--- src/source/gemm_pkg.sv ---
// GEMM engine shared definitions
`default_nettype none

package gemm_pkg;

    // Array and memory sizes --------
    localparam int num_tiles         = 4;
    localparam int tile_idx_width    = $clog2(num_tiles);
    localparam int word_width        = 32;  // Command and data word
    localparam int lane_width        = 8;   // Signed element
    localparam int lanes             = word_width / lane_width;
    localparam int result_width      = 16;  // Sums wrap modulo 2^16
    localparam int mem_depth         = 64;  // Words per operand memory
    localparam int mem_addr_width    = 6;
    localparam int dim_width         = 3;   // Dimension minus one
    localparam int cmd_fifo_depth    = 16;
    localparam int result_fifo_depth = 64;

    // Command word layout --------
    localparam int op_width = 4;
    localparam int op_lsb   = 28;  // Opcode in the top nibble
    localparam int side_bit = 27;  // Load side, 0 left and 1 right
    localparam int mask_lsb = 23;  // Tile mask, num_tiles bits
    localparam int rows_lsb = 6;   // B-1
    localparam int cols_lsb = 3;   // C-1
    localparam int vec_lsb  = 0;   // V-1
    localparam int addr_lsb = 0;   // Load word address

    typedef enum logic [op_width-1:0] {
        op_nop    = 4'd0,
        op_load   = 4'd1,  // Next FIFO word is the data
        op_matmul = 4'd2
    } opcode_e;

    // Broadcast write to the tile operand memories
    typedef struct packed {
        logic                      en;
        logic [num_tiles-1:0]      mask;
        logic                      side;
        logic [mem_addr_width-1:0] addr;
        logic [word_width-1:0]     data;
    } tile_wr_t;

    // Matmul launch, start is a single-cycle pulse
    typedef struct packed {
        logic                 start;
        logic [num_tiles-1:0] mask;
        logic [dim_width-1:0] rows;
        logic [dim_width-1:0] cols;
        logic [dim_width-1:0] vec_len;
    } matmul_cmd_t;

    typedef enum logic [1:0] {mc_idle, mc_load_data, mc_wait} mc_state_e;
    typedef enum logic [1:0] {ts_idle, ts_read, ts_mac, ts_hold} tile_state_e;
    typedef enum logic [1:0] {arb_idle, arb_collect, arb_next_tile, arb_next_row} arb_state_e;

endpackage

`default_nettype wire

--- src/source/master_control.sv ---
// Command decoder and sequencer
`default_nettype none

module master_control (
    input  wire logic                            i_clk,
    input  wire logic                            i_reset_n,
    input  wire logic [gemm_pkg::word_width-1:0] i_cmd_data,   // FIFO head word
    input  wire logic                            i_cmd_empty,
    output logic                                 o_cmd_ren,
    output gemm_pkg::tile_wr_t                   o_tile_wr,
    output gemm_pkg::matmul_cmd_t                o_matmul,
    input  wire logic                            i_matmul_done, // From the arbiter
    output logic                                 o_busy
);

    gemm_pkg::mc_state_e state_q;
    gemm_pkg::opcode_e   opcode;
    logic [gemm_pkg::num_tiles-1:0] cmd_mask;

    // Outputs held between commands
    logic                                wr_en_q;
    logic                                start_q;
    logic [gemm_pkg::num_tiles-1:0]      mask_q;   // Shared by load and matmul
    logic                                side_q;
    logic [gemm_pkg::mem_addr_width-1:0] addr_q;
    logic [gemm_pkg::word_width-1:0]     data_q;
    logic [gemm_pkg::dim_width-1:0]      rows_q;
    logic [gemm_pkg::dim_width-1:0]      cols_q;
    logic [gemm_pkg::dim_width-1:0]      vec_q;

    // Field decode --------------------
    assign opcode   = gemm_pkg::opcode_e'(i_cmd_data[gemm_pkg::op_lsb +: gemm_pkg::op_width]);
    assign cmd_mask = i_cmd_data[gemm_pkg::mask_lsb +: gemm_pkg::num_tiles];

    // No pops while a matmul runs, so back-pressure reaches the host
    assign o_cmd_ren = !i_cmd_empty && (state_q != gemm_pkg::mc_wait);
    assign o_busy    = (state_q != gemm_pkg::mc_idle) || !i_cmd_empty;

    // FSM --------------------
    always_ff @(posedge i_clk) begin
        if (!i_reset_n) begin
            state_q <= gemm_pkg::mc_idle;
            wr_en_q <= 1'b0;
            start_q <= 1'b0;
        end else begin
            wr_en_q <= 1'b0;  // Both are single-cycle pulses
            start_q <= 1'b0;
            case (state_q)
                gemm_pkg::mc_idle: begin
                    if (!i_cmd_empty) begin
                        case (opcode)
                            gemm_pkg::op_load: state_q <= gemm_pkg::mc_load_data;
                            gemm_pkg::op_matmul: begin
                                if (|cmd_mask) begin  // Zero mask is dropped
                                    start_q <= 1'b1;
                                    state_q <= gemm_pkg::mc_wait;
                                end
                            end
                            default: state_q <= gemm_pkg::mc_idle;  // Nop and unknown
                        endcase
                    end
                end
                gemm_pkg::mc_load_data: begin
                    if (!i_cmd_empty) begin  // Data word popped here
                        wr_en_q <= 1'b1;
                        state_q <= gemm_pkg::mc_idle;
                    end
                end
                gemm_pkg::mc_wait: begin
                    if (i_matmul_done) state_q <= gemm_pkg::mc_idle;
                end
                default: state_q <= gemm_pkg::mc_idle;
            endcase
        end
    end

    // Command fields, captured on every pop in idle
    always_ff @(posedge i_clk) begin
        if (state_q == gemm_pkg::mc_idle && !i_cmd_empty) begin
            mask_q <= cmd_mask;
            side_q <= i_cmd_data[gemm_pkg::side_bit];
            addr_q <= i_cmd_data[gemm_pkg::addr_lsb +: gemm_pkg::mem_addr_width];
            rows_q <= i_cmd_data[gemm_pkg::rows_lsb +: gemm_pkg::dim_width];
            cols_q <= i_cmd_data[gemm_pkg::cols_lsb +: gemm_pkg::dim_width];
            vec_q  <= i_cmd_data[gemm_pkg::vec_lsb +: gemm_pkg::dim_width];
        end
        if (state_q == gemm_pkg::mc_load_data && !i_cmd_empty) begin
            data_q <= i_cmd_data;
        end
    end

    assign o_tile_wr = '{en: wr_en_q, mask: mask_q, side: side_q, addr: addr_q, data: data_q};
    assign o_matmul  = '{start: start_q, mask: mask_q, rows: rows_q, cols: cols_q,
                         vec_len: vec_q};

endmodule

`default_nettype wire

--- config.mk ---
export PLATFORM = sky130hd
export DESIGN_NAME = master_control
export DESIGN_NICKNAME = d
export VERILOG_FILES = /design/src/source/gemm_pkg.sv /design/src/source/master_control.sv
export SDC_FILE = /design/constraint.sdc
export NUM_CORES = 1
export LEC_CHECK = 0
export BUFFER_PORTS_ARGS = -buffer_cell sky130_fd_sc_hd__buf_4
export CORE_MARGIN = 4
export CORE_UTILIZATION = 42
export CTS_CLUSTER_DIAMETER = 60
export DETAILED_ROUTE_END_ITERATION = 16
export GPL_TIMING_DRIVEN = 0
export PLACE_DENSITY = 0.77
export SLEW_MARGIN = 20
export SYNTH_ARGS = -nofsm -noshare
export SYNTH_HDL_FRONTEND = slang
export SYNTH_SLANG_ARGS = --single-unit
--- constraint.sdc ---
create_clock -name i_clk -period 3.95 [get_ports i_clk]
set_input_delay 0.1975 -clock i_clk [delete_from_list [all_inputs] [get_ports i_clk]]
set_output_delay 0.1975 -clock i_clk [all_outputs]
set_load 0.005 [all_outputs]
; Word level (Yosys, flattened, before mapping)
; Index checks and enable logic that the tools add are counted.
[word_totals]
ff_bits = 56
latchBits = 0
mem_bits_rw = 0
mem_bits_ro = 0
in_bits = 36
output_inout_bits = 60
elab_cells = 41
mem_count = 0
[classes]
add_sub_neg = 0
mul = 0
n_div = 0
order_cmp = 0
n_eq_ne = 9
shift = 0
n_mux = 8
bitwise_logic = 3
n_reduce_logical = 11
[op_table]
columns = operator, count
row1 = two-way mux 2 bit, 4
row2 = "!= test 2 bit, second input constant", 4
row3 = OR reduction 4 bit, 2
row4 = one-hot mux 2 bit (3 select lines), 1
row5 = "equality test 4 x 1 -> 1 bit, second input constant", 1
row6 = "equality test 4 x 2 -> 1 bit, second input constant", 1
row7 = one-hot mux 2 bit (2 select lines), 1
row8 = AND reduction 4 bit, 1
row9 = logical AND 1 bit, 3
row10 = "!= test 3 bit, second input constant", 1
row11 = inverter 1 bit, 3
row12 = "equality test 2 x 1 -> 1 bit, second input constant", 1
row13 = "equality test 2 bit, second input constant", 1
row14 = logical NOT 2 bit, 1
row15 = two-way mux 1 bit, 2
row16 = AND reduction 2 bit, 1
row17 = nonzero test 2 bit, 1
row18 = logical NOT 1 bit, 1
row19 = logical OR 1 bit, 1

; Depth between registers and ports, before layout
[logic_depth]
depth_word = 5
depth_mapped = 3

; Least setup slack after synthesis
; OpenSTA, ideal clock, no wires.
[synth_timing]
path_kind = register to register
startpoint = register state_q[0]
endpoint = register data_q[0] (netlist bit) (enable)
setup_time_ps = 463
arrival_time_ps = 2722
path_slack_ps = 765
stages_incl_launch_ff = 3
n_path_buf = 0
cell_sequence = dfxtp_1 -> inv_1 -> nor3_1
[synth_via]
elab_chain_len = 2
[synth_rtl]
columns = item, line
row1 = "start, declared", master_control.sv:16  ; gemm_pkg::mc_state_e state_q;
row2 = "start signal, assigned", master_control.sv:42  ; state_q <= gemm_pkg::mc_idle;
row3 = "start signal, assigned", master_control.sv:52  ; gemm_pkg::op_load: state_q <= gemm_pkg::mc_load_data;
row4 = "start signal, assigned", master_control.sv:56  ; state_q <= gemm_pkg::mc_wait;
row5 = equality test 2 x 1 -> 1 bit, master_control.sv:87  ; if (state_q == gemm_pkg::mc_load_data && !i_cmd_empty) begin
row6 = logical AND 1 bit, master_control.sv:87
row7 = "end signal, assigned", master_control.sv:88  ; data_q <= i_cmd_data;
row8 = "end, declared", master_control.sv:26  ; logic [gemm_pkg::word_width-1:0] data_q;
; No other way between the ends.
; A chain may end at the register's enable or synchronous reset.

; Worst setup path after layout
[layout_timing]
startpoint = register state_q[0]
endpoint = register data_q[16] (netlist bit) (enable)
; Same word-level chain as after synthesis.

==> impl_metrics.csv <==
group,metric,value,unit
pwr,leakagePower,1.09,nW
clock_network,worstSkewPairLatency,0.29,ns
logic_synthesis,syn_inst,80,
logic_synthesis,synth_fa_ha_area_frac,0,
worst_setup_path,worst_ep_required_time,3.95,ns
clock_network,clockBufferDepth,2,
timing,slew_viol_final,0,
drt,drt_iter0_drc,53,
layout,layout-drive-gt1-share,0.656,
place,hpwl,2.86,mm
die,coreArea,3740,um2
place,place_area,2480,um2
layout,nets,222,
layout,utilization,0.690,
global_route,grt_pass1_vias,1067,
clock_network,tritoncts,"built",
layout,diodes,0,
hold_path,min-delay-start,"i_cmd_data[13]",
timing,period_needed,1.65,ns
worst_setup_path,crit_path_start,"state_q[0]",
logic_synthesis,synth.area.mux_share,0,
global_route,grt_max_degree,15,
worst_setup_path,crit_fanout,10,
place,portBuffers,95,
logic_synthesis,yosys_register_bits,50,
timing,finalSetupViolations,0,
hold_path,hold_path_class,"in2reg",
logic_synthesis,synth.area.top_cells,"edfxtp_1 (83%), buf_4 (5.9%), dfxtp_1 (4.8%)",
global_route,gr-usage-all-layers,0.138,
clock_network,clkTransAtPathRegs,0.08,ns
outcome,status,"finished, final reports clean",
timing,skew,0.00552,ns
die,dieArea,5040,um2
drt,drt-wirelength-per-cell,14.6,um
layout,fin_cells,234,
timing,rsz0062_at_grt,"false",
drt,num_vias,1043,
logic_synthesis,syn_nets,116,
layout,mostFrequentLayoutCells,"buf_4 (112), edfxtp_1 (46), clkbuf_8 (5)",
timing,relSlewSlack,0.567,
logic_synthesis,yosysTopAreaCell,"edfxtp_1",
pwr,power_frac_clock,0.326,
worst_setup_path,crit_path_end_kind,"flop",
timing,finalHoldViolCount,0,
pwr,switching_share,0.173,
worst_setup_path,cpMostUsedCell,"buf_4",
logic_synthesis,avgSynthCellArea,20.8,um2
pwr,net-switching-power,0.000173,W
pwr,report.power.total,0.000997,W
logic_synthesis,syn-cell-area,1670,um2
worst_setup_path,worstPathCellList,"inv_1 > nor3_2 > buf_4 > buf_4",
layout,layout_commonest_cell,"buf_4",
layout,fin_area,2580,um2
clock_network,cts.sinks,50,
worst_setup_path,critPathLaunchType,"flop",
place,gp_congestion,0.760,
clock_network,hold_buffers,0,
die,die_w,71.0,um
pwr,intPower,0.000824,W
die,die_h,71.0,um
drt,vias_per_cell,4.46,
die,start_util,0.445,
drt,routed_wirelength,3.42,mm
timing,max_freq,0.607,GHz
pwr,pwr-share-comb,0.077,
place,dp_cells,227,
global_route,grt_pass1_wl,5.32,mm
clock_network,cts_root_buf,"clkbuf_8",
clock_network,htreeDepth,2,
worst_setup_path,critPathKind,"reg2reg",
die,fp-row-count,22,
drt,drtAntennaViolNets,0,
pwr,vdd_ir_drop_max,241,uV
pwr,power_frac_seq,0.597,
global_route,antenna_found_initial,0,
drt,dr.pass1.iters,4,
clock_network,numCtsBuffers,5,
worst_setup_path,arrival,1.64,ns
timing,worst_pin_slew,0.646,ns
logic_synthesis,synth-xor-area-share,0,
global_route,overflow,0,
logic_synthesis,yosysSeqAreaShare,0.877,
layout,area_delta_synth_final,55.0,%
clock_network,cts_resized,0,
pwr,p_per_area,386,nW/um2
timing,min_period_over_period,0.417,
clock_network,post_cts_buffers,0,
logic_synthesis,synthDominantCellAreaShare,0.829,
logic_synthesis,synth_simple_gate_area_frac,0.0495,
worst_setup_path,r2r-start,"state_q[0]",
logic_synthesis,yosysWarnings,0,
logic_synthesis,synth_cell_types,16,
job,maxCapViolations,0,
drt,drc,0,
worst_setup_path,max_stage_delay,0.44,ns
worst_setup_path,slowest_stage,"dfxtp_1",
die,io_pins,96,
logic_synthesis,synth-compound-area-share,0.0128,
logic_synthesis,synth_top_family_by_area,"buffers and inverters",
==> logic make-up (layout without fill, tap and decap cells) <==
family / count (synthesis) / count (layout)
flip-flops: 50 / 50
buffers and inverters: 14 / 120
AND/OR/NAND/NOR: 13 / 13
AO/OA/AOI/OAI: 3 / 3
==> synth_stat cells <==
library cell	count
nor4_1	1
and3_2	1
dfxtp_1	4
nor3_1	3
a31o_1	1
nor3b_1	2
a22oi_1	1
inv_1	1
buf_4	13
nand2_1	2
nor4bb_1	1
edfxtp_1	46
and2_1	1
nor2_1	1
a21oi_1	1
or4_4	1
==> area by class of cell <==
cell class                 count  area [um2]
clock inverter                 2        33.8
buffer                        13        97.6
multi-input combinational     16         114
sequential                    50        1460
inverter                       1        3.75
fill                         270        1160
timing repair buffer          99         743
tap                           48        60.1
clock buffer                   5        68.8
==> registers in the layout, indices dropped and copies added (netlist names) <==
| name | cells |
|---|---|
| start_q | 1 |
| data_q | 32 |
| state_q | 2 |
| wr_en_q | 1 |
| addr_q | 6 |
| side_q | 1 |
| rows_q | 3 |
| mask_q | 4 |
==> path summary, 6_finish.rpt <==
kind                              endpoint  slack (ns)  depth (start not counted)
worst min register to register  state_q[0]        0.56                          1
worst min-delay path            data_q[13]        0.08                          1
worst max register to register  data_q[16]        2.30                          4
worst max-delay path            data_q[16]        2.30                          4
==> worst max-delay path: cells and delay by family, from the launching register on <==
| family | cells | cell delay [ns] |
|---|---|---|
| buffers and inverters | 3 | 0.57 |
| DFF | 1 | 0.44 |
| and+or+nand+nor | 1 | 0.34 |
==> per-layer routing <==
metal | wire length [um] | part of all wire | track usage | vias up
li1 | - | - | - | 500
met1 | 1150 | 0.34 | 0.143 | 485
met2 | 1930 | 0.56 | 0.258 | 53
met3 | 281 | 0.082 | 0.0455 | 5
met4 | 55 | 0.016 | 0.0459 | 0
met5 | 0 | 0 | 0 | -
==> stage by stage <==
step / setup WS, ns / TNS [ns] / hold WS [ns]
2_1_floorplan: 0.765 / 0 / 0.296
3_3_place_gp: -0.0725 / -2.30 / 0.376
3_5_place_dp: 2.32 / 0 / 0.377
4_1_cts: 2.31 / 0 / 0.0714
5_1_grt: 2.22 / 0 / 0.0579
6_report: 2.30 / 0 / 0.0822
==> power groups by stage <==
stage	combinational [W]	clock [W]	sequential [W]
final	0.0000770	0.000325	0.000595
after global routing	0.0000831	0.000367	0.000596
after CTS	0.0000783	0.000334	0.000595
after detailed placement	0.0000782	0	0.000607
after global placement	0.0000740	0	0.000606
after floorplan	0.0000165	0	0.000608
Note: power is estimated with default switching activity, not from simulation.
