<file path="config.mk">
export PLATFORM = sky130hd
export DESIGN_NAME = sync_fifo
export DESIGN_NICKNAME = d
export VERILOG_FILES = /design/src/source/sync_fifo.sv
export SDC_FILE = /design/constraint.sdc
export NUM_CORES = 1
export LEC_CHECK = 0
export BUFFER_PORTS_ARGS = -buffer_cell sky130_fd_sc_hd__buf_4
export CORE_MARGIN = 2
export CORE_UTILIZATION = 45
export DETAILED_ROUTE_END_ITERATION = 7
export SLEW_MARGIN = 20
export SYNTH_ARGS = -nofsm -noshare
export SYNTH_HDL_FRONTEND = slang
export SYNTH_SLANG_ARGS = --single-unit
</file>
<file path="constraint.sdc">
create_clock -name i_clk -period 4.5 [get_ports i_clk]
set_input_delay 0.45 -clock i_clk [delete_from_list [all_inputs] [get_ports i_clk]]
set_output_delay 0.45 -clock i_clk [all_outputs]
set_load 0.005 [all_outputs]
</file>
<file path="src/source/sync_fifo.sv">
// Show-ahead synchronous FIFO
`default_nettype none

module sync_fifo #(
    parameter int WIDTH = 32,
    parameter int DEPTH = 16   // Power of two, pointers wrap naturally
) (
    input  wire logic             i_clk,
    input  wire logic             i_reset_n,
    input  wire logic [WIDTH-1:0] i_wdata,
    input  wire logic             i_wen,
    output logic                  o_full,
    output logic      [WIDTH-1:0] o_rdata,
    input  wire logic             i_ren,
    output logic                  o_empty
);

    logic [WIDTH-1:0]         mem [DEPTH];
    logic [$clog2(DEPTH)-1:0] wr_ptr;
    logic [$clog2(DEPTH)-1:0] rd_ptr;
    logic [$clog2(DEPTH):0]   count;   // Occupancy, 0 to DEPTH
    logic                     wr_ok;
    logic                     rd_ok;

    assign wr_ok   = i_wen && !o_full;   // Write while full is dropped
    assign rd_ok   = i_ren && !o_empty;  // Read while empty is ignored
    assign o_full  = (count == DEPTH);
    assign o_empty = (count == 0);
    assign o_rdata = mem[rd_ptr];        // Head word visible without a read

    // Storage --------------------
    always_ff @(posedge i_clk) begin
        if (wr_ok) begin
            mem[wr_ptr] <= i_wdata;
        end
    end

    // Pointers and count --------------------
    always_ff @(posedge i_clk) begin
        if (!i_reset_n) begin
            wr_ptr <= '0;
            rd_ptr <= '0;
            count  <= '0;
        end else begin
            if (wr_ok) wr_ptr <= wr_ptr + 1'b1;
            if (rd_ok) rd_ptr <= rd_ptr + 1'b1;
            case ({wr_ok, rd_ok})
                2'b10:   count <= count + 1'b1;
                2'b01:   count <= count - 1'b1;
                default: count <= count;  // Idle, or push and pop together
            endcase
        end
    end

endmodule

`default_nettype wire

</file>
# Yosys cells after proc, flatten, opt, wreduce, memory -nomap -nowiden
# Memory sizes are Yosys's and may differ from the RTL's. A register that Yosys moved wholly into a read port is not among the register bits.
# Cells that the tools add are included.
# word_totals
ff_bits,13
mem_bits_rw,512
mem_count,1
# memory_table
name,words,width,rd,rd_ports_with_merged_regs,wr,line_no,rtl
mem,16,32,1,1,1,18,logic [WIDTH-1:0] mem [DEPTH];
# op_classes
addsub,4
eq_ne,3
mux,5
n_reduce_logical,6
# op_table
op,n
$pmux 5 s2,1
$add 4x1->4 const B,2
$mux 4,2
$add 5x1->5 const B,1
$eq 5x5->1 const B,1
$logic_not 5->1,1
$sub 5x1->5 const B,1
$eq 2x1->1 const B,1
$eq 2x2->1 const B,1
$logic_and 1x1->1,2
$logic_not 1->1,2
$mux 1,2
$reduce_bool 2->1,1

# Logic depth before layout (Yosys ltp)
# Gate-level depths: netlist of run 1.
# depth
depth_word,5
mapped_depth,14

# Worst setup path before layout of run 1
# Ideal clock, no wire load.
# synth_timing
path_type,flip-flop to flip-flop
startpoint,register count[2]
endpoint,memory mem[0][0] (enable)
setup_time_ns,0.461
arrival_ns,3.213
t_required_ns,4.039
setup_slack_ns,0.826
stages_incl_launch_ff,8
n_path_buf,3
cell_sequence,dfxtp_1 -> buf_2 -> or4_4 -> buf_6 -> o21a_1 -> buf_6 -> nand2_1 -> nor3_1
# synth_between
elab_chain_len,5
# synth_lines
element,line_no,rtl
"start, declared",21,logic [$clog2(DEPTH):0] count;
"start signal, assigned",48,2'b10: count <= count + 1'b1;
"start signal, assigned",49,2'b01: count <= count - 1'b1;
"start signal, assigned",50,default: count <= count;
$eq 5x5->1,27,assign o_full = (count == DEPTH);
$logic_not 1->1,25,assign wr_ok = i_wen && !o_full;
$logic_and 1x1->1,25,
$mux 1,33,if (wr_ok) begin
$mux 1 (not written as such),34,mem[wr_ptr] <= i_wdata;
"end, declared",18,
# Every way passes these cells.

==> results.txt, run 1 <==
----------------------------------------------------
[Power]
  Sequential fraction of design power ... 0.469
  Power share of the clock group ... 0.391
  PnR Total Power ... 12160 µW
  Power per standard cell area ... 518.3 nW/µm²
  Leak ... 0.007460 µW
  Maximum vdd ir drop ... roughly 340 µV
  Switching component of the power ... approximately 2800 µW
  Internal portion of total power ... 9356 µW
  Switching power as a share of total power ... 0.2304
  Logic pwr share ... 0.140

[Yosys]
  Portion of synthesized cell area occupied by the leading cell type ... 0.7648
  Synth area leader ... edfxtp_1
  Post-synth design cell area ... 20100 µm²
  Number of distinct library cell variants in the gate-level netlist after synthesis ... 39
  Number of enable flip-flop cells after synthesis ... 512
  Ranking of synthesized cells by area ... edfxtp_1 (76%), mux4_2 (14%), a22oi_1 (2.4%)
  Commonest cells in the synthesized netlist ... edfxtp_1 (512), mux4_2 (128), a22oi_1 (64)
  Proportion of synthesized flip-flops having asynchronous set or reset ... 0
  Post-synthesis sequential area ratio ... 0.7817
  Syn_area_per_cell ... 22.07 µm²
  Main synth FF type ... edfxtp_1
  Library cell with the highest instance count after synthesis ... edfxtp_1
  Synthesis-stage register bit count ... about 530
  Count of synthesis-stage warnings from yosys ... 0
  Cell count after synthesis ... 911
  Synthesized net count ... approximately 960

[Critical path]
  Crit path DAT ... 2.97 ns
  Maximum fanout along the worst path ... 31
  CP startpoint kind ... flop
  Data required, critical path ... 4.05 ns
  Type of the worst setup path ... reg2out
  Critical Path Sink Type ... primary output

[Placement]
  Weighted congestion reported at the end of routability-driven placement ... 0.6938
  Placed Cells incl. Taps ... 1552
  Final HPWL from detailed placement ... 22930 µm
  Port Buffer Count ... 69
  Area after detailed placement ... 21550 µm²

[Clock network]
  Maximum clock path buffer count ... 3
  Clk Tree Root Cell ... clkbuf_16
  Cts repair resizes ... 0
  Post-CTS setup-driven buffer insertion count ... 0
  Maximum level of the CTS H-tree ... 2
  Clock tree from TritonCTS ... yes
  Reg clk slew, reported paths ... 0.06 ns
  Clock sink count ... ~530
  Worst-skew pair later-pin latency ... 0.60 ns
  Total of hold buffers inserted after clock tree synthesis ... 0
  Number of CTS-inserted buffers ... 54

[Finish]
  Final cell count without fillers ... 1654
  Post-synthesis to final-layout area growth ... 16.68%
  Final Instance Area ... 23460 µm²
  Fillers ... ~3500
  Fraction of final layout cells with drive strength greater than 1 ... 0.3183
  Number of nets in the final layout ... about 1100
  Diode count ... 0

[Timing]
  Slew at the pin closest to its max-slew limit ... 1.079 ns
  Worst Skew ... 0.01320 ns
  Upper clock frequency limit ... 292.6 MHz
  Total count of max-transition violations in the final report ... 0
  Part of the cycle the worst path needs ... 0.7596
  Final Hold Fails ... 0
  Setup repair after global routing missed its margin ... false
  Minimum clock period after layout ... 3.418 ns
  Relative max-transition margin ... 0.2805
  Setup tns final ... 0 ns
  Finish-stage setup viols ... 0

[Global routing]
  GRT overflow ... 0
  GRT Overall Usage ... 0.1858
  Vias in the first global route ... about 9800
  First-pass GRT wire length ... 63240 µm
  Largest net degree at the start of global routing ... 44
  Initial antenna violation count ... 0

[Floorplan]
  Horiz. Die Dim ... approximately 220 µm
  Full die area ... 46380 µm²
  Core footprint ... 44120 µm²
  Die height ... 215.4 µm
  Initial standard-cell utilization of the core ... 0.4556
  Site Rows ... 77
  I/O pin total ... 70

[Outcome]
  Outcome ... finished, final reports clean

[Routing]
  Count of antenna-violating nets left after detailed routing ... 0
  Wire length reported by the detailed router ... 41930 µm
  DRC violation count after routing ... 0
  Average wire per cell in the routed design ... approximately 25 µm
  Iter 0 DRT Violations ... 701
  Post-DR vias/cell ... 5.643
  Vias post-DR ... 9333
  Length of the first detailed-routing pass in iterations ... 5

[Hold path]
  Hold Path Class ... in2reg

[Run]
  Max-cap check violation count ... 0

----------------------------------------------------
-- state kept, by name, summed over array words and instances (netlist names), named ones only --
signal  flops
wr_ptr      4
mem       512
rd_ptr      4
count       5
-- cells in the final DEF, fill, tap and decap left out, types with 7 or more instances in the layout --
master / instances
clkinv_1: 10
mux4_2: 128
nor2_1: 17
dfxtp_1: 15
nor2_4: 13
bufinv_16: 11
inv_1: 7
a22oi_1: 64
clkbuf_16: 55
buf_4: 99
clkinv_2: 9
nand2_1: 41
ha_1: 8
clkbuf_1: 10
edfxtp_1: 512
-- final timing paths --
kind              slack, ns        start     endpoint  cells after the start
setup / recovery       1.08         flop  o_rdata[30]                      5
hold / removal         0.14  i_wdata[19]  mem[14][19]                      1
setup reg to reg       1.63     count[1]     count[4]                     10
hold reg to reg        0.55    rd_ptr[2]    rd_ptr[2]                      2
-- routing by layer --
| metal | global-route usage | share of wire |
|---|---|---|
| met1 | 0.2581 | 0.43 |
| met2 | 0.3094 | 0.50 |
| met3 | 0.02944 | 0.049 |
| met4 | 0.04920 | 0.016 |
| met5 | 0 | 0 |
-- stage by stage --
stage          worst slack [ns]  utilization  hold WS [ns]
2_1_floorplan            0.8264            -        0.4950
3_3_place_gp              1.582       0.4884        0.5233
3_5_place_dp              1.601       0.4884        0.5341
4_1_cts                  0.9667       0.5316        0.1131
5_1_grt                  0.8668       0.5316        0.1358
6_report                  1.082       0.5316        0.1429
-- cell families (layout without fill, tap and decap cells) --
| family | count (synthesis) | after routing | synth area share |
|---|---|---|---|
| DFF | 529 | 529 | 0.7817 |
| muxes | 133 | 133 | 0.1459 |
| and+or+nand+nor | 93 | 93 | 0.02054 |
| AOI/OAI and AO/OA | 81 | 81 | 0.03087 |
| buffers and inverters | 61 | 212 | 0.01338 |
| adders and majority gates | 8 | 8 | 0.004979 |
| xor gates and xnor gates | 6 | 6 | 0.002614 |
-- area by class of cell --
type | instances | area, µm² | share of cell area
Clock buffer | 67 | 1441 | 0.06145
Clock inverter | 35 | 465.4 | 0.01984
Inverter | 8 | 30.03 | 0.001280
Multi-Input combinational cell | 321 | 4253 | 0.1813
Sequential cell | 529 | 15720 | 0.6703
Tap cell | 592 | 740.7 | 0.03158
Timing Repair Buffer | 102 | 803.3 | 0.03425
-- critical path: stages (launching register included) --
cell     delay, ns
dfxtp_4       0.79
buf_4         0.47
mux4_2        0.54
a22oi_1       0.27
nand2_1       0.11
buf_4         0.15
-- power groups by stage --
stage	sequential [µW]	clock [µW]	combinational (µW)
6_report	5710	4750	1700
5_1_grt	5730	5040	1850
4_1_cts	5710	4860	1740
3_5_place_dp	5820	0	1740
3_3_place_gp	5810	0	1730
2_1_floorplan	5710	0	1220
Note: power is estimated with default switching activity, not from simulation.
==> inputs of run 2 (changes only) <==
==> constraint.sdc (replaced) <==
create_clock -name i_clk -period 2.95 [get_ports i_clk]
set_input_delay 0.295 -clock i_clk [delete_from_list [all_inputs] [get_ports i_clk]]
set_output_delay 0.295 -clock i_clk [all_outputs]
set_load 0.005 [all_outputs]
==> results.txt, run 2 (synthesis results as in run 1) <==
----------------------------------------------------
[Clock network]
  Clock sink count ... 529
  Worst-skew pair later-pin latency ... 0.60 ns
  Maximum clock path buffer count ... 3
  Number of CTS-inserted buffers ... 53
  Clock tree from TritonCTS ... yes
  Reg clk slew, reported paths ... approximately 0.06 ns
  Clk Tree Root Cell ... clkbuf_16
  Maximum level of the CTS H-tree ... 2

[Critical path]
  Reg-to-reg endpoint ... count[4]
  Stage delay of the slowest cell on the critical path ... approximately 0.7 ns
  Critical R2R Launch ... count[1]
  Critical Path Sink Type ... primary output
  Setup slack of the most critical reg-to-reg path ... 0.18 ns
  Type of the worst setup path ... reg2out
  CP delay by family, top ... flip-flops
  List of cells traversed by the critical path ... buf_12 > mux4_2 > a22oi_1 > nand2_1 > buf_4
  Crit path DAT ... 2.48 ns
  Data required, critical path ... 2.65 ns
  Crit-path slowest cell ... dfxtp_4
  CP startpoint kind ... flop
  FF-to-FF path depth ... 10
  Maximum fanout along the worst path ... 27
  Number of buffer and inverter stages on the critical path ... 2

[Timing]
  Finish-stage setup viols ... 0
  Upper clock frequency limit ... 359.9 MHz
  Worst Slack Setup Final ... 0.1714 ns
  Relative max-transition margin ... 0.4846
  Final Hold Fails ... 0
  Setup repair after global routing missed its margin ... false
  Minimum clock period after layout ... ~2.8 ns
  Setup tns final ... 0 ns
  Worst Skew ... 0.01768 ns
  Total count of max-transition violations in the final report ... 0
  Part of the cycle the worst path needs ... 0.9419
  Slew at the pin closest to its max-slew limit ... approximately 0.77 ns

[Finish]
  Fraction of final layout cells with drive strength greater than 1 ... 0.3055
  Number of nets in the final layout ... 1092
  Largest register by flop count ... mem
  Most frequent standard cell in the layout excluding fill and tap cells ... edfxtp_1
  Top library cells by usage in the layout, fill and taps aside ... edfxtp_1 (512), mux4_2 (128), buf_4 (80)
  Final core area utilization ... 0.5391
  Post-synthesis to final-layout area growth ... 18.34%
  Largest register FFs ... 512
  Top flop regs ... mem x512, count x5
  Final cell count without fillers ... between 1500 and 2000

[Hold path]
  Number of instances on the worst hold path ... 1
  Hold Crit Endpoint ... mem[10][30]
  Hold Path Class ... in2reg
  Beginning of the worst hold path ... i_wdata[30]

[Placement]
  Final HPWL from detailed placement ... 23140 µm
  Weighted congestion reported at the end of routability-driven placement ... roughly 0.71
  Placed Cells incl. Taps ... 1552
  Worst-case setup slack after placement ... slightly below 0.2 ns
  Port Buffer Count ... 69

[Routing]
  Average wire per cell in the routed design ... about 26 µm
  DRC violation count after routing ... 0
  Length of the first detailed-routing pass in iterations ... 4
  Wire length reported by the detailed router ... 43040 µm
  Vias post-DR ... around 9600
  Count of antenna-violating nets left after detailed routing ... 0
  Iter 0 DRT Violations ... 866
  Post-DR vias/cell ... between 5 and 6

[Global routing]
  GRT overflow ... 0
  Vias in the first global route ... around 10000
  First-pass GRT wire length ... between 60000 and 70000 µm
  GRT Overall Usage ... 0.1877
  Initial antenna violation count ... 1
  Largest net degree at the start of global routing ... 37

[Floorplan]
  Horiz. Die Dim ... 215.4 µm
  Initial standard-cell utilization of the core ... 0.4556
  Full die area ... 46380 µm²
  Die height ... between 200 and 250 µm
  Site Rows ... 77
  Core footprint ... 44120 µm²
  I/O pin total ... 70

[Power]
  Leak ... 0.007496 µW
  Power per standard cell area ... 740.8 nW/µm²
  Maximum vdd ir drop ... about 450 µV

[Run]
  Max-cap check violation count ... 0

[Outcome]
  Outcome ... finished, final reports clean

----------------------------------------------------
## run 2: cell types whose count changed in the layout (fill, tap and decap cells not counted), moves of 3 or more
cell           previous run  this run
buf_12                    3        26
nor3_2                    4         0
dlygate4sd3_1             0        28
clkinv_1                 10        14
buf_4                    99        80
nor3_4                    0         4
bufinv_16                11         1
clkbuf_1                 10        13
## run 2: what timing repair did
| item | in CTS | in global routing |
|---|---|---|
| hold endpoints to repair | 377 | 0 |
| resized for setup | 3 | 0 |
| setup buffers | 0 | 5 |
| pin swaps | 0 | 0 |
| setup endpoints to repair | 2 | 9 |
| hold buffers | 28 | 0 |
## run 2: area by class of cell
type / count / area [µm²]
Fill cell: 3450 / 20340
Multi-Input combinational cell: 321 / 4288
Antenna cell: 1 / 2.502
Sequential cell: 529 / 15720
Timing Repair Buffer: 135 / 1429
Tap cell: 592 / 740.7
Inverter: 8 / 30.03
Clock buffer: 66 / 1375
Clock inverter: 31 / 201.4
## run 2: worst reg2reg max path, cell delays in order (launching register included)
cell,delay (ns)
dfxtp_1,0.37
or4_4,0.59
o21a_1,0.22
inv_2,0.05
ha_1,0.33
xor2_1,0.19
ha_1,0.18
inv_1,0.07
a21o_1,0.15
a221oi_1,0.32
mux2i_1,0.21
## run 2: worst max-delay path by stage
stage	endpoint	depth (start not counted)
after global placement	count[4]	9
after detailed placement	count[4]	10
after global routing	count[4]	10
final	o_rdata[25]	5
after CTS	o_rdata[31]	5
after floorplan	count[4]	14
## run 2: per-layer routing
| layer | track usage | share of wire | vias to the layer above |
|---|---|---|---|
| met4 | 0.04253 | 0.018 | 0 |
| met5 | 0 | 0 | - |
| met3 | 0.03326 | 0.049 | 68 |
| met2 | 0.3070 | 0.49 | 245 |
| li1 | - | - | 4108 |
| met1 | 0.2663 | 0.44 | 5168 |
## run 2: power breakdown
part | switching (µW) | leakage [µW] | internal [µW]
Sequential | 154 | 0.00476 | 8480
Clock | 2750 | 0.000767 | 3400
Combinational | 1340 | 0.00196 | 1500
Total | 4240 | 0.00750 | 13400
## run 2: metrics by stage
stage	hold WS (ns)	power, µW	area [µm²]
global route	0.01454	18330	23790
detailed placement	0.5339	11600	21850
global placement	0.5228	11580	21850
floorplan	0.3939	10570	20120
finish	0.02805	17620	23790
CTS	0.002327	17800	23720
