## src/source/gemm_pkg.sv

```systemverilog
// GEMM engine shared definitions
`default_nettype none

package gemm_pkg;

    // Array and memory sizes --------
    localparam int num_tiles         = 4;
    localparam int tile_idx_width    = $clog2(num_tiles);
    localparam int word_width        = 32;  // Command and data word
    localparam int lane_width        = 8;   // Signed element
    localparam int lanes             = word_width / lane_width;
    localparam int result_width      = 16;  // Sums wrap modulo 2^16
    localparam int mem_depth         = 64;  // Words per operand memory
    localparam int mem_addr_width    = 6;
    localparam int dim_width         = 3;   // Dimension minus one
    localparam int cmd_fifo_depth    = 16;
    localparam int result_fifo_depth = 64;

    // Command word layout --------
    localparam int op_width = 4;
    localparam int op_lsb   = 28;  // Opcode in the top nibble
    localparam int side_bit = 27;  // Load side, 0 left and 1 right
    localparam int mask_lsb = 23;  // Tile mask, num_tiles bits
    localparam int rows_lsb = 6;   // B-1
    localparam int cols_lsb = 3;   // C-1
    localparam int vec_lsb  = 0;   // V-1
    localparam int addr_lsb = 0;   // Load word address

    typedef enum logic [op_width-1:0] {
        op_nop    = 4'd0,
        op_load   = 4'd1,  // Next FIFO word is the data
        op_matmul = 4'd2
    } opcode_e;

    // Broadcast write to the tile operand memories
    typedef struct packed {
        logic                      en;
        logic [num_tiles-1:0]      mask;
        logic                      side;
        logic [mem_addr_width-1:0] addr;
        logic [word_width-1:0]     data;
    } tile_wr_t;

    // Matmul launch, start is a single-cycle pulse
    typedef struct packed {
        logic                 start;
        logic [num_tiles-1:0] mask;
        logic [dim_width-1:0] rows;
        logic [dim_width-1:0] cols;
        logic [dim_width-1:0] vec_len;
    } matmul_cmd_t;

    typedef enum logic [1:0] {mc_idle, mc_load_data, mc_wait} mc_state_e;
    typedef enum logic [1:0] {ts_idle, ts_read, ts_mac, ts_hold} tile_state_e;
    typedef enum logic [1:0] {arb_idle, arb_collect, arb_next_tile, arb_next_row} arb_state_e;

endpackage

`default_nettype wire

```

## src/source/compute_tile.sv

```systemverilog
// Dot-product compute tile
`default_nettype none

module compute_tile #(
    parameter int TILE_ID = 0  // Own bit in the tile masks
) (
    input  wire logic                              i_clk,
    input  wire logic                              i_reset_n,
    input  wire gemm_pkg::tile_wr_t                i_tile_wr,
    input  wire gemm_pkg::matmul_cmd_t             i_matmul,
    output logic [gemm_pkg::result_width-1:0]      o_result_data,
    output logic                                   o_result_valid,
    input  wire logic                              i_result_ready
);

    gemm_pkg::tile_state_e state_q;

    logic [gemm_pkg::word_width-1:0]     left_mem  [gemm_pkg::mem_depth];
    logic [gemm_pkg::word_width-1:0]     right_mem [gemm_pkg::mem_depth];
    logic [gemm_pkg::word_width-1:0]     left_q;    // Operand words being multiplied
    logic [gemm_pkg::word_width-1:0]     right_q;
    logic [gemm_pkg::mem_addr_width-1:0] left_ptr;  // b*V+v
    logic [gemm_pkg::mem_addr_width-1:0] right_ptr; // c*V+v
    logic [gemm_pkg::mem_addr_width-1:0] row_base;  // b*V, left restart point per column
    logic [gemm_pkg::dim_width-1:0]      rows_q;
    logic [gemm_pkg::dim_width-1:0]      cols_q;
    logic [gemm_pkg::dim_width-1:0]      vec_q;
    logic [gemm_pkg::dim_width-1:0]      row_cnt;
    logic [gemm_pkg::dim_width-1:0]      col_cnt;
    logic [gemm_pkg::dim_width-1:0]      rd_cnt;    // Element index of the next read
    logic                                last_q;    // Last element of this sum is loaded
    logic signed [gemm_pkg::result_width-1:0] acc_q;
    logic signed [gemm_pkg::result_width-1:0] dot;
    logic signed [gemm_pkg::result_width-1:0] acc_next;
    logic signed [gemm_pkg::result_width-1:0] result_q;
    logic start_hit;
    logic do_read;
    logic accept;
    logic last_col;

    assign start_hit = i_matmul.start && i_matmul.mask[TILE_ID];
    assign do_read   = (state_q == gemm_pkg::ts_read) ||
                       (state_q == gemm_pkg::ts_mac && !last_q);  // Read overlaps MAC
    assign accept    = (state_q == gemm_pkg::ts_hold) && i_result_ready;
    assign last_col  = (col_cnt == cols_q);

    // Four signed lane products, wrapping at 16 bits
    always_comb begin
        dot = '0;
        for (int i = 0; i < gemm_pkg::lanes; i++) begin
            dot = dot + $signed(left_q[i*gemm_pkg::lane_width +: gemm_pkg::lane_width]) *
                        $signed(right_q[i*gemm_pkg::lane_width +: gemm_pkg::lane_width]);
        end
    end
    assign acc_next = acc_q + dot;

    // Operand memories --------------------
    always_ff @(posedge i_clk) begin
        if (i_tile_wr.en && i_tile_wr.mask[TILE_ID]) begin
            if (i_tile_wr.side) right_mem[i_tile_wr.addr] <= i_tile_wr.data;
            else                left_mem[i_tile_wr.addr]  <= i_tile_wr.data;
        end
    end

    // FSM --------------------
    always_ff @(posedge i_clk) begin
        if (!i_reset_n) begin
            state_q <= gemm_pkg::ts_idle;
        end else begin
            case (state_q)
                gemm_pkg::ts_idle: if (start_hit) state_q <= gemm_pkg::ts_read;
                gemm_pkg::ts_read: state_q <= gemm_pkg::ts_mac;
                gemm_pkg::ts_mac:  if (last_q) state_q <= gemm_pkg::ts_hold;
                gemm_pkg::ts_hold: begin
                    if (i_result_ready) begin
                        state_q <= (last_col && row_cnt == rows_q) ? gemm_pkg::ts_idle
                                                                   : gemm_pkg::ts_read;
                    end
                end
                default: state_q <= gemm_pkg::ts_idle;
            endcase
        end
    end

    // Loop counters and MAC datapath
    always_ff @(posedge i_clk) begin
        if (state_q == gemm_pkg::ts_idle && start_hit) begin
            rows_q    <= i_matmul.rows;
            cols_q    <= i_matmul.cols;
            vec_q     <= i_matmul.vec_len;
            row_cnt   <= '0;
            col_cnt   <= '0;
            rd_cnt    <= '0;
            left_ptr  <= '0;
            right_ptr <= '0;
            row_base  <= '0;
            acc_q     <= '0;
        end
        if (do_read) begin
            left_q    <= left_mem[left_ptr];
            right_q   <= right_mem[right_ptr];
            left_ptr  <= left_ptr + 1'b1;
            right_ptr <= right_ptr + 1'b1;
            rd_cnt    <= rd_cnt + 1'b1;
            last_q    <= (rd_cnt == vec_q);
        end
        if (state_q == gemm_pkg::ts_mac) begin
            acc_q <= acc_next;
            if (last_q) result_q <= acc_next;  // Held until accepted
        end
        if (accept) begin
            acc_q  <= '0;
            rd_cnt <= '0;
            if (last_col) begin  // Next row starts at column 0
                col_cnt   <= '0;
                row_cnt   <= row_cnt + 1'b1;
                right_ptr <= '0;
                row_base  <= left_ptr;
            end else begin       // Same row again, next column
                col_cnt   <= col_cnt + 1'b1;
                left_ptr  <= row_base;
            end
        end
    end

    assign o_result_data  = result_q;
    assign o_result_valid = (state_q == gemm_pkg::ts_hold);

endmodule

`default_nettype wire

```

## config.mk

```make
export PLATFORM = sky130hd
export DESIGN_NAME = compute_tile
export DESIGN_NICKNAME = d
export VERILOG_FILES = /design/src/source/gemm_pkg.sv /design/src/source/compute_tile.sv
export SDC_FILE = /design/constraint.sdc
export NUM_CORES = 2
export LEC_CHECK = 0
export BUFFER_PORTS_ARGS = -buffer_cell sky130_fd_sc_hd__buf_4
export CAP_MARGIN = 25
export CORE_MARGIN = 1
export CORE_UTILIZATION = 57
export DETAILED_ROUTE_END_ITERATION = 7
export PLACE_DENSITY = 0.83
export SLEW_MARGIN = 5
export SYNTH_ARGS = -nofsm -noshare
export SYNTH_HDL_FRONTEND = slang
export SYNTH_SLANG_ARGS = --single-unit
```

## constraint.sdc

```tcl
create_clock -name i_clk -period 7.21 [get_ports i_clk]
set_input_delay 0.721 -clock i_clk [delete_from_list [all_inputs] [get_ports i_clk]]
set_output_delay 0.721 -clock i_clk [all_outputs]
set_load 0.02 [all_outputs]
```

### Yosys cells after proc, flatten, opt, wreduce, memory -nomap -nowiden

Memories as Yosys holds them, arrays and structs flattened. A register that Yosys moved wholly into a read port is not among the register bits.
Cells that the tools add are included.

| word-level totals | value |
|---|---|
| word-level logic and storage cells | 82 |
| memory bits (writable) | 4096 |
| bits in registers | 71 |
| memories | 2 |
| input bits | 61 |
| output and inout bits | 17 |

| cells by class | value |
|---|---|
| mux-type cells | 31 |
| $mul | 4 |
| equality and inequality tests | 9 |
| reduce and logical (&&, ||, !) cells | 14 |
| add/sub/neg operators | 9 |

Memories:

| memory | words | bits a word | read ports | clocked after Yosys merged registers in | write ports | line | text |
|---|---|---|---|---|---|---|---|
| left_mem | 64 | 32 | 1 | 1 | 1 | compute_tile.sv:18 | `logic [gemm_pkg::word_width-1:0] left_mem [gemm_pkg::mem_depth];` |
| right_mem | 64 | 32 | 1 | 1 | 1 | compute_tile.sv:19 | `logic [gemm_pkg::word_width-1:0] right_mem [gemm_pkg::mem_depth];` |

Operators by type and width:

| cell | count |
|---|---|
| $mux 6 | 11 |
| $add 16x16->16 | 4 |
| $mul 8x8->16 | 4 |
| $mux 16 | 2 |
| $mux 3 | 7 |
| $add 6x1->6 const B | 2 |
| $add 3x1->3 const B | 3 |
| $eq 3x3->1 | 3 |
| $pmux 2 s4 | 1 |
| $mux 1 | 7 |
| $logic_and 1x1->1 | 6 |
| $mux 2 | 3 |
| $reduce_bool 2->1 | 3 |
| $eq 2x2->1 const B | 2 |
| $ne 2x2->1 const B | 2 |
| $reduce_and 3->1 | 1 |
| $eq 2x1->1 const B | 1 |
| $logic_not 2->1 | 1 |
| $ne 2x1->1 const B | 1 |
| $reduce_and 2->1 | 1 |
| $logic_not 1->1 | 1 |
| $logic_or 1x1->1 | 1 |

### Depth between registers and ports, before layout

| logic depth | value |
|---|---|
| depth after elaboration | 6 |
| gate-level depth with buffers | 25 |
| gate-level depth less buffers | 25 |

### Worst setup path after synthesis

OpenSTA, ideal clock, no wires.

| timing | value |
|---|---|
| kind | reg2reg |
| from | register left_q[31] (netlist bit) (read register of left_mem) |
| to | register acc_q[15] (netlist bit) |
| data arrival time | 6.745 ns |
| data required time | 7.093 ns |
| clock period less this slack | 6.862 ns |
| stages on the path, launching flop included | 24 |
| setup slack | 0.348 ns |
| setup time | 0.117 ns |
| path buffers | 1 |
| cells stage by stage | edfxtp_1 clkbuf_1 nand2_1 fa_1 inv_1 fa_1 inv_1 fa_1 inv_1 fa_1 inv_1 fa_1 fa_1 fa_1 fa_1 inv_1 ha_1 and2_1 a221o_1 a31o_2 a41oi_1 o21ai_0 xnor2_1 a22o_1 |

| on the way | value |
|---|---|
| word-level cells in the longest chain between the ends | 4 |

RTL lines:

| element | line | text |
|---|---|---|
| start, declared | compute_tile.sv:20 | `logic [gemm_pkg::word_width-1:0] left_q;` |
| $mul 8x8->16 | compute_tile.sv:51 | `dot = dot + $signed(left_q[i*gemm_pkg::lane_width +: gemm_pkg::lane_width]) *` |
| $add 16x16->16 | compute_tile.sv:51 |  |
| $add 16x16->16 | compute_tile.sv:55 | `assign acc_next = acc_q + dot;` |
| named net acc_next (one bit) | compute_tile.sv:34 | `logic signed [gemm_pkg::result_width-1:0] acc_next;` |
| $mux 16 | compute_tile.sv:107 | `if (state_q == gemm_pkg::ts_mac) begin` |
| end signal, assigned | compute_tile.sv:108 | `acc_q <= acc_next;` |
| end, declared | compute_tile.sv:32 | `logic signed [gemm_pkg::result_width-1:0] acc_q;` |

The timed path passes the listed nets, and every way through them passes these cells.
A chain may end at the register's enable or synchronous reset.

### Final worst setup path

| timing | value |
|---|---|
| from | register right_q[10] (netlist bit) (read register of right_mem) |
| to | register acc_q[15] (netlist bit) |

| on the way | value |
|---|---|
| word-level cells in the longest chain between the ends | 6 |

RTL lines:

| element | line | text |
|---|---|---|
| start, declared | compute_tile.sv:21 | `logic [gemm_pkg::word_width-1:0] right_q;` |
| $mul 8x8->16 | compute_tile.sv:51 |  |
| $add 16x16->16 (3 in a row) | compute_tile.sv:51 |  |
| $add 16x16->16 | compute_tile.sv:55 |  |
| named net acc_next (one bit) | compute_tile.sv:34 |  |
| $mux 16 | compute_tile.sv:107 |  |

The timed path passes the listed nets, and every way through them passes these cells.

==> impl_results.md <==
* Most common cell after layout, fill and taps aside: edfxtp_1
* Core Box Area at around 0.3 sq mm
* TritonCTS Buffers at 389
* First-pass GRT wire length at 714000 um
* H-Tree Depth at 5
* Fin crit share at 0.982
* Final hold viol count at 0
* Most used cell along the critical path: fa_1
* Worst slew pin tran at between 1 and 1.5 ns
* Setup TNS Final at 0 ns
* Layout Cells excl Fill at approximately 12000
* # DRC at 0
* Status: finished, final reports clean
* Drt initial violations at about 18000
* Top post-synthesis cells by area: edfxtp_1, mux4_2, fa_1
* WS Path Type: reg -> reg
* Global route overflow at 0
* Min-delay worst type: in -> reg
* Post-Syn Area per Cell at between 20 and 25 sq um
* Vias at approximately 90000
* CP Max Fanout at 8
* Slew Limit Fails at 0
* Fin util at 0.642
* Clock skew at approximately 0.064 ns
* Crit-path slowest cell: edfxtp_1
* DR pass1 iterations at 8
* Layout area overhead at 11.7%
* Met3 Use GR at 0.104
* Number of antenna-violating nets in the routed design at 0
* Clock latency on the worst-skew pair at between 0.9 and 1 ns
* Clock slew at the register clock pins of the worst setup and hold paths at about 0.070 ns
* Min Tclk post-route at 7.08 ns
* Post-Route WL at around 530000 um
* Initial antenna violation count at 56
* Drt via density at between 7 and 8
* CTS Buffer Depth at 4
* Max Cap Viol at 0
* Critical Path Max Stage Delay at roughly 0.64 ns
* FF+latch count, synth at 4231
* Required time worst endpoint at 7.99 ns
* FP Rows at 200
* WL/cell at 43.3 um
* Worst EP arrival at slightly below 8 ns
* Layout cells sized above 1 at 0.288
* Port Buffer Count at 71
* Crit-path cells: nand2_1, fa_1, inv_1, fa_1, fa_1, fa_1, fa_1, fa_1, fa_1, inv_1, fa_1, inv_1, ha_1, and2_1, a221o_1, a31o_2, a41oi_2, o21ai_1, xnor2_1, a22o_1
* Unrepaired setup endpoints after global routing: false
* Met1 GRT Util at 0.432
* Final GP Congestion at ~0.88
* Yosys warns at 0
* Final setup viols at 0
* Syn nets at around 8000
* Buf/Inv on CP at 3
* Busiest grt layer: met2
* Tot GR Track Use at 0.344
* M2 GR Usage at 0.535
* I/O Pins at just under 80
* FF-to-FF Start: right_q[10]
* Slew headroom at 0.130
* Number of global-route vias before repair at approximately 90000
* Die footprint at approximately 0.3 sq mm
* Main synth FF type: edfxtp_1
* Post-synth cell types at 48
* Mapped Cells at about 7500
* Final HPWL DP at roughly 250000 um
* Critical Path Start Type: flop
* TritonCTS clock tree: yes
* Starting Density at 0.574
* Hold path start: i_reset_n
* CP Launch Point: right_q[10]
* Synth async-reset ratio at 0
* Commonest cells after routing, fill and taps aside: edfxtp_1, mux4_2, inv_1, clkbuf_16, buf_4
* Placed insts at about 11000
* Post-synth EDFFs at 4189
* Max Fclk at around 0.14 GHz
* Crit end category: flop
* Synth top area share at 0.735
* Sequential share of the synthesized area at 0.740
* Nets@finish at approximately 8400
* Clock tree root driver cell: clkbuf_16
* Clock Sinks at between 4000 and 5000
* Mapped cell area at 0.171 sq mm
* Die Ht at 550 um
* Largest net degree at the start of global routing at 167
* Crit path max-delay family: adder cells
* Synth area leader: edfxtp_1
* Die X at 550 um
==> sequential cells by signal, indices dropped and copies added (netlist names), 6 cells and up <==
signal         count
right_ptr          6
right_mem       2048
left_q            32
row_base           6
o_result_data     16
left_mem        2048
acc_q             16
right_q           32
left_ptr           6
==> per-layer routing <==
layer,share of wire,up-vias
li1,-,31600
met1,0.30,46000
met2,0.47,10100
met3,0.15,2195
met4,0.077,38
met5,0.00070,-
==> repair_timing <==
item | 4_1_cts | 5_1_grt
pin swaps | 0 | 1
endpoints found under the setup margin | 1 | 3
hold buffers | 9 | 0
setup buffers | 0 | 3
endpoints found under the hold margin | 9 | 0
gates resized for setup | 1 | 9
==> stage by stage <==
step / cell area (sq um) / setup slack, ns / hold slack, ns
global placement: 178000 / 0.168 / 0.435
global route: 191000 / 0.00849 / 0.0799
floorplan: 171000 / 0.348 / 0.425
detailed placement: 178000 / 0.127 / 0.447
CTS: 191000 / 0.0769 / 0.0242
finish: 191000 / 0.130 / 0.0548
==> cell families (layout without fill, tap and decap cells) <==
family          after synthesis  after routing  share of synthesized area
xor+xnor                     55             55                    0.00290
other cells                   0             26                          0
simple gates                564            564                     0.0156
buf+inv                     745           1455                     0.0176
compound gates              158            158                    0.00576
mux                        1348           1348                      0.174
flops                      4231           4231                      0.740
fa+ha+maj                   411            411                     0.0436
==> cells in the mapped netlist (46+ instances only) <==
cell type,count
a211oi_1,46
a21oi_1,55
and2_1,135
buf_2,109
clkbuf_1,178
edfxtp_1,4189
fa_1,308
ha_1,103
inv_1,401
mux4_2,1305
nand2_1,152
nor2_1,181
nor2b_1,46
==> worst register-to-register path: cells and delay by family, from the launching register on <==
family,cells,cell delay (ns)
DFF,1,0.64
buffers and inverters,3,0.17
AOI/OAI and AO/OA,5,1.15
adders and majority gates,9,4.37
xor gates and xnor gates,1,0.14
and+or+nand+nor,2,0.48
==> cell type report <==
class / instances / area, sq um
tap: 3939 / 4930
multi-input combinational: 2536 / 42400
sequential: 4231 / 127000
timing repair buffer: 350 / 3060
clock inverter: 232 / 2210
clock buffer: 472 / 10200
antenna: 26 / 65.1
inverter: 401 / 1510
fill: 17500 / 107000
==> worst paths after layout <==
path	endpoint	cells past startpoint	slack, ns
min	state_q[1]	2	0.05
max	acc_q[15]	20	0.13
min reg2reg	row_base[5]	2	0.46
max reg2reg	acc_q[15]	20	0.13
Power is left out: the tool's default activity adds up to more than one toggle a clock period on the data nets, which glitch-free logic cannot reach.
